==> config.mk <==
export PLATFORM = sky130hd
export DESIGN_NAME = glb_host_port
export DESIGN_NICKNAME = d
export VERILOG_FILES = /design/src/hdl/glb_pkg.sv /design/src/hdl/glb_host_port.sv
export SDC_FILE = /design/constraint.sdc
export NUM_CORES = 1
export LEC_CHECK = 0
export ABC_AREA = 1
export BUFFER_PORTS_ARGS = -buffer_cell sky130_fd_sc_hd__buf_4
export CORE_AREA = 2 2 111 113
export CTS_CLUSTER_DIAMETER = 100
export CTS_CLUSTER_SIZE = 25
export DETAILED_ROUTE_END_ITERATION = 6
export DIE_AREA = 0 0 113 115
export SETUP_SLACK_MARGIN = 0.4
export SLEW_MARGIN = 0
export SYNTH_ARGS = -nofsm -noshare
export SYNTH_HDL_FRONTEND = slang
export SYNTH_SLANG_ARGS = --single-unit
==> constraint.sdc <==
create_clock -name clk -period 2.8 [get_ports clk]
set_input_delay 0.28 -clock clk [delete_from_list [all_inputs] [get_ports clk]]
set_output_delay 0.28 -clock clk [all_outputs]
set_load 0.02 [all_outputs]
==> src/hdl/glb_pkg.sv <==
/*
 * Shared widths, depths and enums for the global buffer tile.
 * Modules pull these in with a wildcard import in their header.
 */
`default_nettype none

package glb_pkg;

    // bank geometry
    localparam int BANK_DATA_WIDTH  = 64;
    localparam int BANK_DATA_BYTE   = 8;
    localparam int GLB_ADDR_WIDTH   = 11;
    localparam int BANK_DEPTH       = 256;
    // word index inside the bank, byte address minus the byte offset
    localparam int BANK_BYTE_OFFSET = $clog2(BANK_DATA_BYTE);
    localparam int BANK_ADDR_WIDTH  = $clog2(BANK_DEPTH);

    // configuration bus, address in the upper half of a bank word
    localparam int CGRA_CFG_ADDR_WIDTH = 32;
    localparam int CGRA_CFG_DATA_WIDTH = 32;

    // register block fields
    localparam int REG_DATA_WIDTH     = 32;
    localparam int MAX_NUM_CFGS_WIDTH = 8;
    localparam int CFG_LATENCY_WIDTH  = 4;

    // taps 0 to 2*15 of the done pulse
    localparam int DONE_DELAY_DEPTH = 31;

    // host register map
    typedef enum logic [2:0] {
        REG_MODE       = 3'd0,
        REG_START_ADDR = 3'd1,
        REG_NUM_CFGS   = 3'd2,
        REG_LATENCY    = 3'd3,
        REG_START      = 3'd4
    } cfg_reg_t;

    // parallel-config dma states
    typedef enum logic [1:0] {
        PC_IDLE  = 2'd0,
        PC_RUN   = 2'd1,
        PC_DRAIN = 2'd2
    } pc_state_t;

endpackage

`default_nettype wire

==> src/hdl/glb_host_port.sv <==
/*
 * Host memory port of the tile.
 * Turns host strobes into one bank request per cycle and returns
 * read data, holding the last host word while the dma uses the bus.
 */
`timescale 1ns/100ps
`default_nettype none

module glb_host_port import glb_pkg::*; (
    input  wire logic                        clk,
    input  wire logic                        reset,
    input  wire logic                        mem_wr_en,
    input  wire logic                        mem_rd_en,
    input  wire logic [GLB_ADDR_WIDTH-1:0]   mem_addr,
    input  wire logic [BANK_DATA_WIDTH-1:0]  mem_wr_data,
    output logic [BANK_DATA_WIDTH-1:0]       mem_rd_data,
    output logic                             mem_rd_data_valid,
    output logic                             host_req,
    output logic                             host_wr,
    output logic [GLB_ADDR_WIDTH-1:0]        host_addr,
    output logic [BANK_DATA_WIDTH-1:0]       host_wr_data,
    input  wire logic                        host_rd_data_valid,
    input  wire logic [BANK_DATA_WIDTH-1:0]  bank_rd_data
);

    logic [BANK_DATA_WIDTH-1:0] rd_data_hold;

    // one request per cycle
    // write wins, a read in the same cycle is dropped
    assign host_req     = mem_wr_en | mem_rd_en;
    assign host_wr      = mem_wr_en;
    assign host_addr    = mem_addr;
    assign host_wr_data = mem_wr_data;

    // keep the last host word once the response is gone
    always_ff @(posedge clk or posedge reset) begin
        if (reset) begin
            rd_data_hold <= '0;
        end else if (host_rd_data_valid) begin
            rd_data_hold <= bank_rd_data;
        end
    end

    // shared bank data only passes through with our own valid
    assign mem_rd_data_valid = host_rd_data_valid;
    assign mem_rd_data       = host_rd_data_valid ? bank_rd_data : rd_data_hold;

endmodule

`default_nettype wire

Yosys cells after proc, flatten, opt, wreduce, memory -nomap -nowiden
Index checks and enable logic that the tools add are counted.
{"block": "word_totals", "regBits": 64, "in_bits": 144, "output_inout_bits": 142, "elab_cells": 3}
{"block": "op_classes", "n_mux": 1, "bitwise": 1}
{"op": "64-bit 2-to-1 mux", "n": 1}
{"op": "1-bit bitwise OR", "n": 1}

Longest topological paths before layout
Gate-level depths: netlist of run 1.
{"block": "logic_depth", "depth_word": 1, "depth_mapped": 4, "mapped_depth_nobuf": 3}

Worst setup path after synthesis of run 1
No wires, ideal clock.
{"block": "synth_path", "path_type": "input port to output port", "startpoint": "in host_rd_data_valid", "endpoint": "out mem_rd_data[10]", "t_arrival_ns": 0.797, "required_time_ns": 2.520, "path_slack_ns": 1.723, "cell_stages": 4, "n_path_buf": 2, "cell_sequence": "buf_4 > clkbuf_8 > nand2_1 > nand2_1"}
{"block": "synth_via", "elab_chain_cells": 1}
{"item": "start: declaration", "line_no": "glb_host_port.sv:22", "text": "input wire logic host_rd_data_valid,"}
{"item": "64-bit 2-to-1 mux"}
{"item": "end: declaration", "line_no": "glb_host_port.sv:16", "text": "output logic [BANK_DATA_WIDTH-1:0] mem_rd_data,"}
No other way between the ends.

Final worst setup path of run 1
{"block": "layout_path", "startpoint": "in host_rd_data_valid", "endpoint": "out mem_rd_data[4]"}
Same word-level chain as after synthesis.

==> results.md, run 1 <==
* Status: finished, violations left
* Failing checks: design-rule violations
* Top reg by flops: rd_data_hold
* Port Buf Inserts at ~140
* Combinational share of power at 18.2%
* TritonCTS buffer count at 9
* Std-Cell Rows at 40
* Worst-Margin Slew at between 0.6 and 0.7 ns
* FF+latch count, synth at between 60 and 70
* Slew Limit Fails at 0
* Final wirelength at 7.036 mm
* CTS tree: yes
* Critical Path Source Type: input port
* Crit Path Max Fanout at 36
* Drt via density at a little over 4
* Die area at around 0.013 mm²
* Root buffer cell: clkbuf_16
* Fillers at about 1,200
* Via count at between 2,000 and 2,500
* N_diodes at 0
* Max Cap Viol at 0
* Synth Instances at ~350
* Static Leak at approximately 2.2 nW
* DRC Markers at 20
* RSZ-0062 raised after global routing: no
* Switching part of the total power at between 20% and 30%
* P&R area growth vs syn at 28.08%
* Max Fclk at 612.4 MHz
* Crit path time final at ~1.6 ns
* Share of power burned in registers at between 30% and 40%
* Most frequent cells in the layout: nand2_1 (192), buf_4 (137), dfrtp_1 (64), clkbuf_16 (9)
* Clock Pin Slew Worst Setup and Hold Paths at 0.05 ns
* FF/Latch Area at ~0.0016 mm²
* CTS Buffer Depth at 2
* Initial Util at roughly a quarter
* Hold Fails Final Rpt at 0
* Yosys cell types at 8
* CP arrival at 1.35 ns
* Fin crit share at 58.32%
* Vias in the first global route at 2,326
* Drt pass-1 iters at 6
* Critical Path End Type: output port
* Final setup viols at 0
* Pin count of the biggest net entering global routing at 66
* WHS Path Cells at 3
* Syn Area/Cell at 8.694 µm²
* Worst EP required at 2.52 ns
* Cell Area, Synth at between 0.003 and 0.004 mm²
* Die span in y at between 100 and 150 µm
* GRT overflow at 0
* Share of layout cells above drive strength 1 at around 38%
* R2r worst-path depth at 2
* Drt wl/cell at approximately 13 µm
* Post-DP HPWL at approximately 5 mm
* Setup TNS Final at 0 ns
* Global-route wire length before repair at between 10 and 15 mm
* Internal at 0.001946 W
* Post-layout nets at approximately 550
* Largest register FFs at 64
* Area of the multi-input gates at 726.9 µm²
* Flop2flop setup slack at around 2.2 ns
* Clock sinks at between 60 and 70
* Clock network fraction of total power at a little over two fifths
* GRT Total Usage at between 10 and 15%
* Max-slew headroom at around three fifths
* Max H-tree Level at 3
* GP Congestion at roughly 0.73
* Core box area at between 0.01 and 0.015 mm²
* Yosys warns at 0
* Largest regs: rd_data_hold (64)
* PD cells at 677.7 mW/mm²
* Peak supply drop at 303.6 µV
* Resized cells post-CTS at 0
* Net switching power at 0.0006874 W
* Number of nets with antenna violations after routing at 0
* Commonest non-fill, non-tap cell in the layout: nand2_1
* Iter 0 DRT Violations at 108
* Sequential area share after synthesis at between 50% and 60%
* Initial antenna violation count at 0
* Clock insertion delay at the later pin of the skew report at approximately 0.32 ns
* Mapped Nets at 493
* Hold Crit Class: in2reg
* Worst Skew at 0 ns
* Util after Layout at between 30% and 40%
* WS Path Type: in2out
* Ports at approximately 290
* Die W at roughly 110 µm
==> power by group through the flow <==
| stage | clock network (W) | logic [W] | registers [W] |
|---|---|---|---|
| after floorplan | 0 | 0.000411 | 0.00104 |
| after global placement | 0 | 0.000483 | 0.00104 |
| after detailed placement | 0 | 0.000487 | 0.00104 |
| after CTS | 0.00117 | 0.000489 | 0.00103 |
| after global routing | 0.00121 | 0.000525 | 0.00104 |
| final | 0.00113 | 0.000478 | 0.00103 |
==> metrics by stage <==
stage / instance area [µm²] / power, W / worst slack (ns) / instances / hold WS (ns)
2_1_floorplan: 3034 / 0.001449 / 0.9219 / 349 / 0.5530
3_3_place_gp: 3568 / 0.001525 / 1.142 / 544 / 0.3114
3_5_place_dp: 3568 / 0.001531 / 1.116 / 544 / 0.3196
4_1_cts: 3886 / 0.002691 / 1.110 / 561 / 0.1649
5_1_grt: 3886 / 0.002774 / 1.008 / 561 / 0.1724
6_report: 3886 / 0.002634 / 1.167 / 561 / 0.1786
==> logic make-up (layout without fill, tap and decap cells) <==
logic type / count (synthesis) / count (layout) / synth area share, %
buffers and inverters: 92 / 157 / 23.26
flip-flops: 64 / 64 / 52.78
AND/OR/NAND/NOR: 193 / 193 / 23.96
==> critical path, cell delays in order <==
cell,delay (ns)
buf_4,0.12
inv_2,0.36
buf_12,0.26
nand2_1,0.08
nand2_1,0.09
buf_4,0.14
==> cell type report <==
cell class                 instances  share of cell area, %
timing repair buffer             139                  27.24
clock inverter                     5                  1.417
inverter                           2                 0.1932
clock buffer                      11                  6.504
tap                              147                  4.733
multi-input combinational        193                  18.71
sequential                        64                  41.21
==> Yosys cell counts, drive strengths merged <==
cell,number,share of area (%)
or2,1,0.21
inv,2,0.25
nand2,192,24
buf,84,20
dfrtp,64,53
clkbuf,6,2.7
==> timing repair <==
item | CTS | global route
endpoints found under the setup margin | 0 | 0
hold endpoints to repair | 19 | 0
hold buffers | 1 | 0
buffers inserted | 0 | 0
==> routing by layer <==
layer | vias up | routed length [µm] | track usage (%)
met2 | 115 | 3508 | 18.60
li1 | 1098 | - | -
met1 | 1036 | 2560 | 11.69
met5 | - | 0 | 0
met4 | 0 | 214 | 6.504
met3 | 32 | 753 | 5.061
==> path summary, 6_finish.rpt <==
path	from	endpoint
setup / recovery	host_rd_data_valid	mem_rd_data[4]
hold / removal	bank_rd_data[59]	rd_data_hold[59]
setup reg to reg	rd_data_hold[21]	rd_data_hold[21]
hold reg to reg	rd_data_hold[63]	rd_data_hold[63]
max in group asynchronous	reset	rd_data_hold[16]
min in group asynchronous	reset	rd_data_hold[21]
Power figures use the tool's default switching activity.
==> run 2, diff against run 1 <==
--- a/config.mk
+++ b/config.mk
@@ -5,7 +5,7 @@
 export SDC_FILE = /design/constraint.sdc
 export NUM_CORES = 1
 export LEC_CHECK = 0
-export ABC_AREA = 1
+export ABC_AREA = 0
 export BUFFER_PORTS_ARGS = -buffer_cell sky130_fd_sc_hd__buf_4
 export CORE_AREA = 2 2 111 113
 export CTS_CLUSTER_DIAMETER = 100
==> constraint.sdc (replaced) <==
create_clock -name clk -period 1.65 [get_ports clk]
set_input_delay 0.165 -clock clk [delete_from_list [all_inputs] [get_ports clk]]
set_output_delay 0.165 -clock clk [all_outputs]
set_load 0.02 [all_outputs]
==> run 2 against run 1 <==
Critical path type is now reg2out; largest power group unchanged; the run still ends with design-rule violations left; sequential share of layout area fell by 6.7 points; critical endpoint is now mem_rd_data[15]; synthesized area rose by 7.7%; final area rose by 19%.
==> results.md, run 2 <==
* Status: finished, violations left (unchanged)
* Syn Area/Cell at 15.27 µm² (was 8.694 µm²)
* Fillers at 1,108 (was 1,239)
* Clock insertion delay at the later pin of the skew report at 0.32 ns (about the same)
* Die area at 0.01300 mm² (unchanged)
* Area post-placement at 0.003849 mm² (was 0.003568 mm²)
* Max-slew headroom at 61.10% (was 58.48%)
* RSZ-0062 raised after global routing: yes (was no)
* Max Fclk at roughly 800 MHz
* CP arrival at 1.11 ns (was 1.35 ns)
* Sequential area share after synthesis at 49.02% (was 52.78%)
* Post-DP HPWL at 4.871 mm (was 5.036 mm)
* Top reg by flops: rd_data_hold (unchanged)
* Final setup viols at 0 (unchanged)
* Setup TNS Final at 0 ns (unchanged)
* Worst EP required at 1.48 ns (was 2.52 ns)
* Crit path time final at approximately 1.3 ns
* Commonest non-fill, non-tap cell in the layout: buf_4 (was nand2_1)
* Fin crit share at about 77%
* P&R area growth vs syn at 41.94% (was 28.08%)
* List of most frequent post-synthesis cells: buf_4 (77), dfrtp_1 (64), mux2_4 (60) (was nand2_1 (192), buf_4 (78), dfrtp_1 (64))
* Worst Skew at 0 ns (unchanged)
* GP Congestion at 0.6531 (was 0.7312)
* Cell Area, Synth at 0.003267 mm² (was 0.003034 mm²)
* Hold Fails Final Rpt at 0 (unchanged)
* Static Leak at 2.340 nW (was 2.174 nW)
* Iter 0 DRT Violations at 54 (was 108)
* Critical Path End Type: output port (unchanged)
* Final wirelength at 7.156 mm (was 7.036 mm)
* Area of the multi-input gates at 963.4 µm² (was 726.9 µm²)
* GRT Total Usage at 10.84% (was 11.15%)
* Clock sinks at 64 (unchanged)
* Pin count of the biggest net entering global routing at 27 (was 66)
* Most frequent cells in the layout: buf_4 (100), buf_6 (65), dfrtp_1 (64), mux2_4 (63), clkbuf_16 (9) (was nand2_1 (192), buf_4 (137), dfrtp_1 (64), clkbuf_16 (9))
* Failing checks: design-rule violations (unchanged)
* Critical Path Source Type: flop (was input port)
* Post-synth EDFFs at 0 (unchanged)
* CTS tree: yes (unchanged)
* Initial Util at 27.66% (was 25.69%)
* FF+latch count, synth at 64 (unchanged)
* TritonCTS buffer count at 9 (unchanged)
* Crit Path Max Fanout at 2 (was 36)
* Yosys warns at 0 (unchanged)
* Post-route design area at 0.004637 mm² (was 0.003886 mm²)
* Peak supply drop at 408.0 µV (was 303.6 µV)
* Die span in y at 115 µm (unchanged)
* Core box area at 0.01181 mm² (unchanged)
* Drt wl/cell at 15.46 µm (was 12.54 µm)
* WS Path Type: reg2out (was in2out)
* Top cell type by total area after synthesis: dfrtp_1 (unchanged)
* Slew Limit Fails at 0 (unchanged)
* Vias in the first global route at 2,031 (was 2,326)
* Ports at 286 (unchanged)
* Worst-Margin Slew at 0.5823 ns (was 0.6227 ns)
* Yosys cell types at 8 (unchanged)
* Drt pass-1 iters at 6 (unchanged)
* Most used DFF post-synth: dfrtp_1 (unchanged)
* Global-route wire length before repair at 10.78 mm (was 11.23 mm)
* Mapped Nets at 358 (was 493)
* Initial antenna violation count at 0 (unchanged)
* Root buffer cell: clkbuf_16 (unchanged)
* Std-Cell Rows at 40 (unchanged)
* Max H-tree Level at 3 (unchanged)
* PD cells at 1057 mW/mm² (was 677.7 mW/mm²)
* Largest register FFs at 64 (unchanged)
* FF/Latch Area at 0.001602 mm² (unchanged)
* Hold Crit Class: in2reg (unchanged)
* Max Cap Viol at 0 (unchanged)
* Share of the synthesized area in the top cell type at 49.02% (was 52.78%)
* Async SR Flop Fraction at 100.0% (unchanged)
* Port Buf Inserts at 135 (unchanged)
* Share of layout cells above drive strength 1 at 78.80% (was 37.92%)
* Drt via density at 4.026 (was 4.066)
* Largest regs: rd_data_hold (64) (unchanged)
* Die W at 113 µm (unchanged)
* GRT overflow at 0 (unchanged)
* Clock Pin Slew Worst Setup and Hold Paths at 0.05 ns (about the same)
* N_diodes at 0 (unchanged)
* DRC Markers at 15 (was 20)
* Via count at 1,864 (was 2,281)
* Post-layout nets at 455 (was 553)
* Synth Instances at 214 (was 349)
* CTS Buffer Depth at 2 (unchanged)
* Largest cells by area after synthesis: dfrtp_1 (49%), mux2_4 (28%), buf_4 (18%) (was dfrtp_1 (53%), nand2_1 (24%), buf_4 (19%))
* Most frequent cell after synthesis: buf_4 (was nand2_1)
* Number of nets with antenna violations after routing at 0 (unchanged)
run 2: per-stage QoR:
stage | std cells | setup WS, ns | hold WS (ns) | total power, W | util, %
after CTS | 459 | 0.3505 | 0.06587 | 0.004972 | 38.94
after detailed placement | 419 | 0.3095 | 0.2914 | 0.002820 | 32.58
final | 463 | 0.3759 | 0.08858 | 0.004900 | 39.26
after floorplan | 214 | 0.6643 | 0.2963 | 0.002666 | -
after global routing | 463 | 0.3263 | 0.07532 | 0.005135 | 39.26
after global placement | 419 | 0.3363 | 0.2757 | 0.002807 | 32.58
run 2: final timing paths:
kind                             startpoint                to  slack, ns  depth (start not counted)
min in group asynchronous             reset  rd_data_hold[60]       0.47                          3
max in group asynchronous             reset   rd_data_hold[1]       0.64                          4
min                        bank_rd_data[46]  rd_data_hold[46]       0.09                          2
max                        rd_data_hold[15]   mem_rd_data[15]       0.38                          2
max reg2reg                rd_data_hold[20]  rd_data_hold[20]       0.65                          3
min reg2reg                 rd_data_hold[3]   rd_data_hold[3]       0.50                          1
run 2: routing by layer:
layer | share of wire, % | vias up | GRT usage (%)
li1 | - | 826 | -
met1 | 38 | 876 | 12.91
met2 | 48 | 140 | 16.21
met3 | 12 | 22 | 4.850
met4 | 2.3 | 0 | 6.423
met5 | 0 | - | 0
run 2: what timing repair did:
item                                    CTS  global route
endpoints found under the setup margin   64            64
gates cloned                              1             0
endpoints found under the hold margin    23             0
hold buffers                              1             0
setup buffers                            22             4
gates resized for setup                  67             2
pin swaps                                 0             0
run 2: cell families (layout without fill, tap and decap cells):
kind of cell	count (synthesis)	in the layout	synth area share, %
multiplexers	64	64	28.95
AND/OR/NAND/NOR	1	1	0.1916
buffers and inverters	85	187	21.83
flip-flops	64	64	49.02
run 2: layout make-up:
class	instances	area share, %
Timing Repair Buffer	170	34.08
Tap cell	147	3.967
Multi-Input combinational cell	65	20.78
Clock inverter	3	0.8635
Inverter	1	0.1619
Clock buffer	13	5.613
Sequential cell	64	34.54
run 2: critical path, stage by stage, from the launching register on:
cell	delay, ns
dfrtp_1	0.37
mux2_4	0.28
buf_6	0.13
run 2: power by group:
part | internal [W] | total (W) | switching (W)
combinational | 0.000736 | 0.00125 | 0.000516
sequential | 0.00173 | 0.00177 | 0.0000450
clock | 0.00125 | 0.00187 | 0.000629
==> run 3, diff against run 2 <==
--- a/config.mk
+++ b/config.mk
@@ -5,7 +5,7 @@
 export SDC_FILE = /design/constraint.sdc
 export NUM_CORES = 1
 export LEC_CHECK = 0
-export ABC_AREA = 0
+export ABC_AREA = 1
 export BUFFER_PORTS_ARGS = -buffer_cell sky130_fd_sc_hd__buf_4
 export CORE_AREA = 2 2 111 113
 export CTS_CLUSTER_DIAMETER = 100
==> constraint.sdc (replaced) <==
create_clock -name clk -period 1.05 [get_ports clk]
set_input_delay 0.105 -clock clk [delete_from_list [all_inputs] [get_ports clk]]
set_output_delay 0.105 -clock clk [all_outputs]
set_load 0.02 [all_outputs]
==> run 3 against run 2 <==
The flow finishes with violations (design-rule violations, negative hold slack, negative setup slack); worst hold slack got worse by 0.35 ns; via count is 35% higher; first-iteration DRC count grew 44%.
==> results.md, run 3 (synthesized netlist as in run 1, its figures left out) <==
* Pwr Total at 0.007877 W (was 0.004900 W)
* Ports at 286 (unchanged)
* Static Leak at 2.959 nW (was 2.340 nW)
* Die W at 113 µm (unchanged)
* Slew Limit Fails at 0 (unchanged)
* WS Path Type: reg2out (unchanged)
* Share of layout cells above drive strength 1 at 84.16% (was 78.80%)
* Clock sinks at 64 (unchanged)
* Worst-Margin Slew at 0.2840 ns (was 0.5823 ns)
* RSZ-0062 raised after global routing: yes (unchanged)
* Std-Cell Rows at 40 (unchanged)
* CTS tree: yes (unchanged)
* GRT Total Usage at 13.92% (was 10.84%)
* Hold Crit Class: in2async (was in2reg)
* Clock Pin Slew Worst Setup and Hold Paths at 0.05 ns (about the same)
* Reg2reg start: rd_data_hold[11] (was rd_data_hold[20])
* Max H-tree Level at 3 (unchanged)
* Port Buf Inserts at 135 (unchanged)
* Max Fclk at just over 900 MHz
* Largest regs: rd_data_hold (64) (unchanged)
* Final hold slack at -0.2641 ns (was 0.08858 ns)
* Hold Fails Final Rpt at 22 (was 0)
* PD cells at 1376 mW/mm² (was 1057 mW/mm²)
* Root buffer cell: clkbuf_16 (unchanged)
* Global-route wire length before repair at 14.02 mm (was 10.78 mm)
* DRC Markers at 20 (was 15)
* Clock insertion delay at the later pin of the skew report at 0.32 ns (about the same)
* Die span in y at 115 µm (unchanged)
* Commonest non-fill, non-tap cell in the layout: nand2_4 (was buf_4)
* CP top delay family: flip-flops (unchanged)
* CP max stage cell: dfrtp_1 (unchanged)
* Vias in the first global route at 2,772 (was 2,031)
* Iter 0 DRT Violations at 78 (was 54)
* Peak supply drop at 642.7 µV (was 408.0 µV)
* Largest register FFs at 64 (unchanged)
* Pin count of the biggest net entering global routing at 33 (was 27)
* Post-DP HPWL at 6.589 mm (was 4.871 mm)
* Initial antenna violation count at 0 (unchanged)
* Critical Path Source Type: flop (unchanged)
* Drt via density at 4.127 (was 4.026)
* Max-slew headroom at 81.02% (was 61.10%)
* Fin crit share at 101.9%
* Initial Util at 25.69% (was 27.66%)
* Flop2flop setup slack at 0.20 ns (was 0.65 ns)
* Most frequent cells in the layout: nand2_4 (120), buf_6 (88), buf_4 (87), nand2_2 (64), dfrtp_1 (64) (was buf_4 (100), buf_6 (65), dfrtp_1 (64), mux2_4 (63), clkbuf_16 (9))
* Die area at 0.01300 mm² (unchanged)
* TritonCTS buffer count at 9 (unchanged)
* Status: finished, violations left (unchanged)
* Max Cap Viol at 0 (unchanged)
* Critical Path Max Stage Delay at 0.37 ns (about the same)
* Post-layout nets at 600 (was 455)
* GRT overflow at 0 (unchanged)
* Core box area at 0.01181 mm² (unchanged)
* Drt pass-1 iters at 6 (unchanged)
* Worst EP required at 0.94 ns (was 1.48 ns)
* P&R area growth vs syn at 88.74% (was 41.94%)
* Drt wl/cell at 14.78 µm (was 15.46 µm)
* Via count at 2,509 (was 1,864)
* Failing checks: design-rule violations, negative hold slack, negative setup slack (was design-rule violations)
* Crit path time final at between 1 and 1.5 ns
* Crit Path Max Fanout at 2 (unchanged)
* Setup WS post-layout at -0.01952 ns (was 0.3759 ns)
* Final wirelength at 8.988 mm (was 7.156 mm)
* Critical Path End Type: output port (unchanged)
* Number of nets with antenna violations after routing at 0 (unchanged)
* Util after Layout at 48.49% (was 39.26%)
* Top reg by flops: rd_data_hold (unchanged)
* CP Cell Sequence: nand2_2 > nand2_4 > buf_6 (was mux2_4 > buf_6)
* N_diodes at 0 (unchanged)
* Worst Skew at 0 ns (unchanged)
* GP Congestion at 0.7152 (was 0.6531)
* RR Endpoint: rd_data_hold[11] (was rd_data_hold[20])
* R2r worst-path depth at 4 (was 3)
* CP bufs+invs at 1 (unchanged)
* Final setup viols at 34 (was 0)
* CTS Buffer Depth at 2 (unchanged)
* CP arrival at 0.96 ns (was 1.11 ns)
run 3: changes by cell type in the layout (fill, tap and decap cells not counted), sizes merged:
cell         change
dlygate4sd3      -1
mux2            -64
buf             +17
bufinv           -1
inv              +1
clkinv           +1
nand2          +192
run 3: worst max-delay path by stage:
stage / start / to / slack (ns) / cells after the start
after floorplan: reset / rd_data_hold[0] / 0.26 / 1
after global placement: host_rd_data_valid / mem_rd_data[8] / 0.09 / 6
after detailed placement: host_rd_data_valid / mem_rd_data[11] / 0.07 / 6
after CTS: rd_data_hold[19] / mem_rd_data[19] / -0.04 / 3
after global routing: rd_data_hold[20] / mem_rd_data[20] / -0.06 / 3
final: rd_data_hold[11] / mem_rd_data[11] / -0.02 / 3
run 3: timing repair:
action	in CTS	in global routing
hold endpoints to repair	14	12
endpoints found under the setup margin	71	99
setup buffers	32	3
pin swaps	65	11
resized for setup	132	20
run 3: cell type report:
cell class	instances	area, µm²
Multi-Input combinational cell	193	1790
Clock inverter	3	15.01
Fill cell	1066	6085
Clock buffer	13	270.3
Timing Repair Buffer	186	1854
Sequential cell	64	1602
Tap cell	147	183.9
Inverter	2	11.26
run 3: metrics by stage:
| step | setup WS (ns) | setup TNS (ns) | instance area, µm² | std cells | hold WS [ns] |
|---|---|---|---|---|---|
| floorplan | 0.2589 | 0 | 4051 | 349 | 0.2363 |
| finish | -0.01952 | -0.2902 | 5727 | 608 | -0.2641 |
| global placement | 0.09314 | 0 | 4684 | 557 | 0.07884 |
| CTS | -0.03895 | -1.140 | 5629 | 605 | -0.2700 |
| global route | -0.06482 | -2.912 | 5727 | 608 | -0.2599 |
| detailed placement | 0.06792 | 0 | 4684 | 557 | 0.08015 |
run 3: metal layers:
| metal | vias up | part of all wire (%) | global-route usage [%] |
|---|---|---|---|
| met1 | 1164 | 31 | 14.37 |
| met5 | - | 0 | 1.111 |
| met2 | 146 | 54 | 24.07 |
| met3 | 22 | 12 | 6.273 |
| met4 | 0 | 2.7 | 6.748 |
| li1 | 1177 | - | - |
run 3: report_power, final:
part / internal, W / switching, W / total, W
Combinational: 0.00116 / 0.00113 / 0.00229
Clock: 0.00178 / 0.00102 / 0.00280
Sequential: 0.00269 / 0.0000951 / 0.00278
run 3: worst reg2reg max path, stage by stage (launching register included):
cell and delay, ns:
dfrtp_1 0.37, nand2_2 0.09, nand2_4 0.05, buf_4 0.12
buf_6 0.10
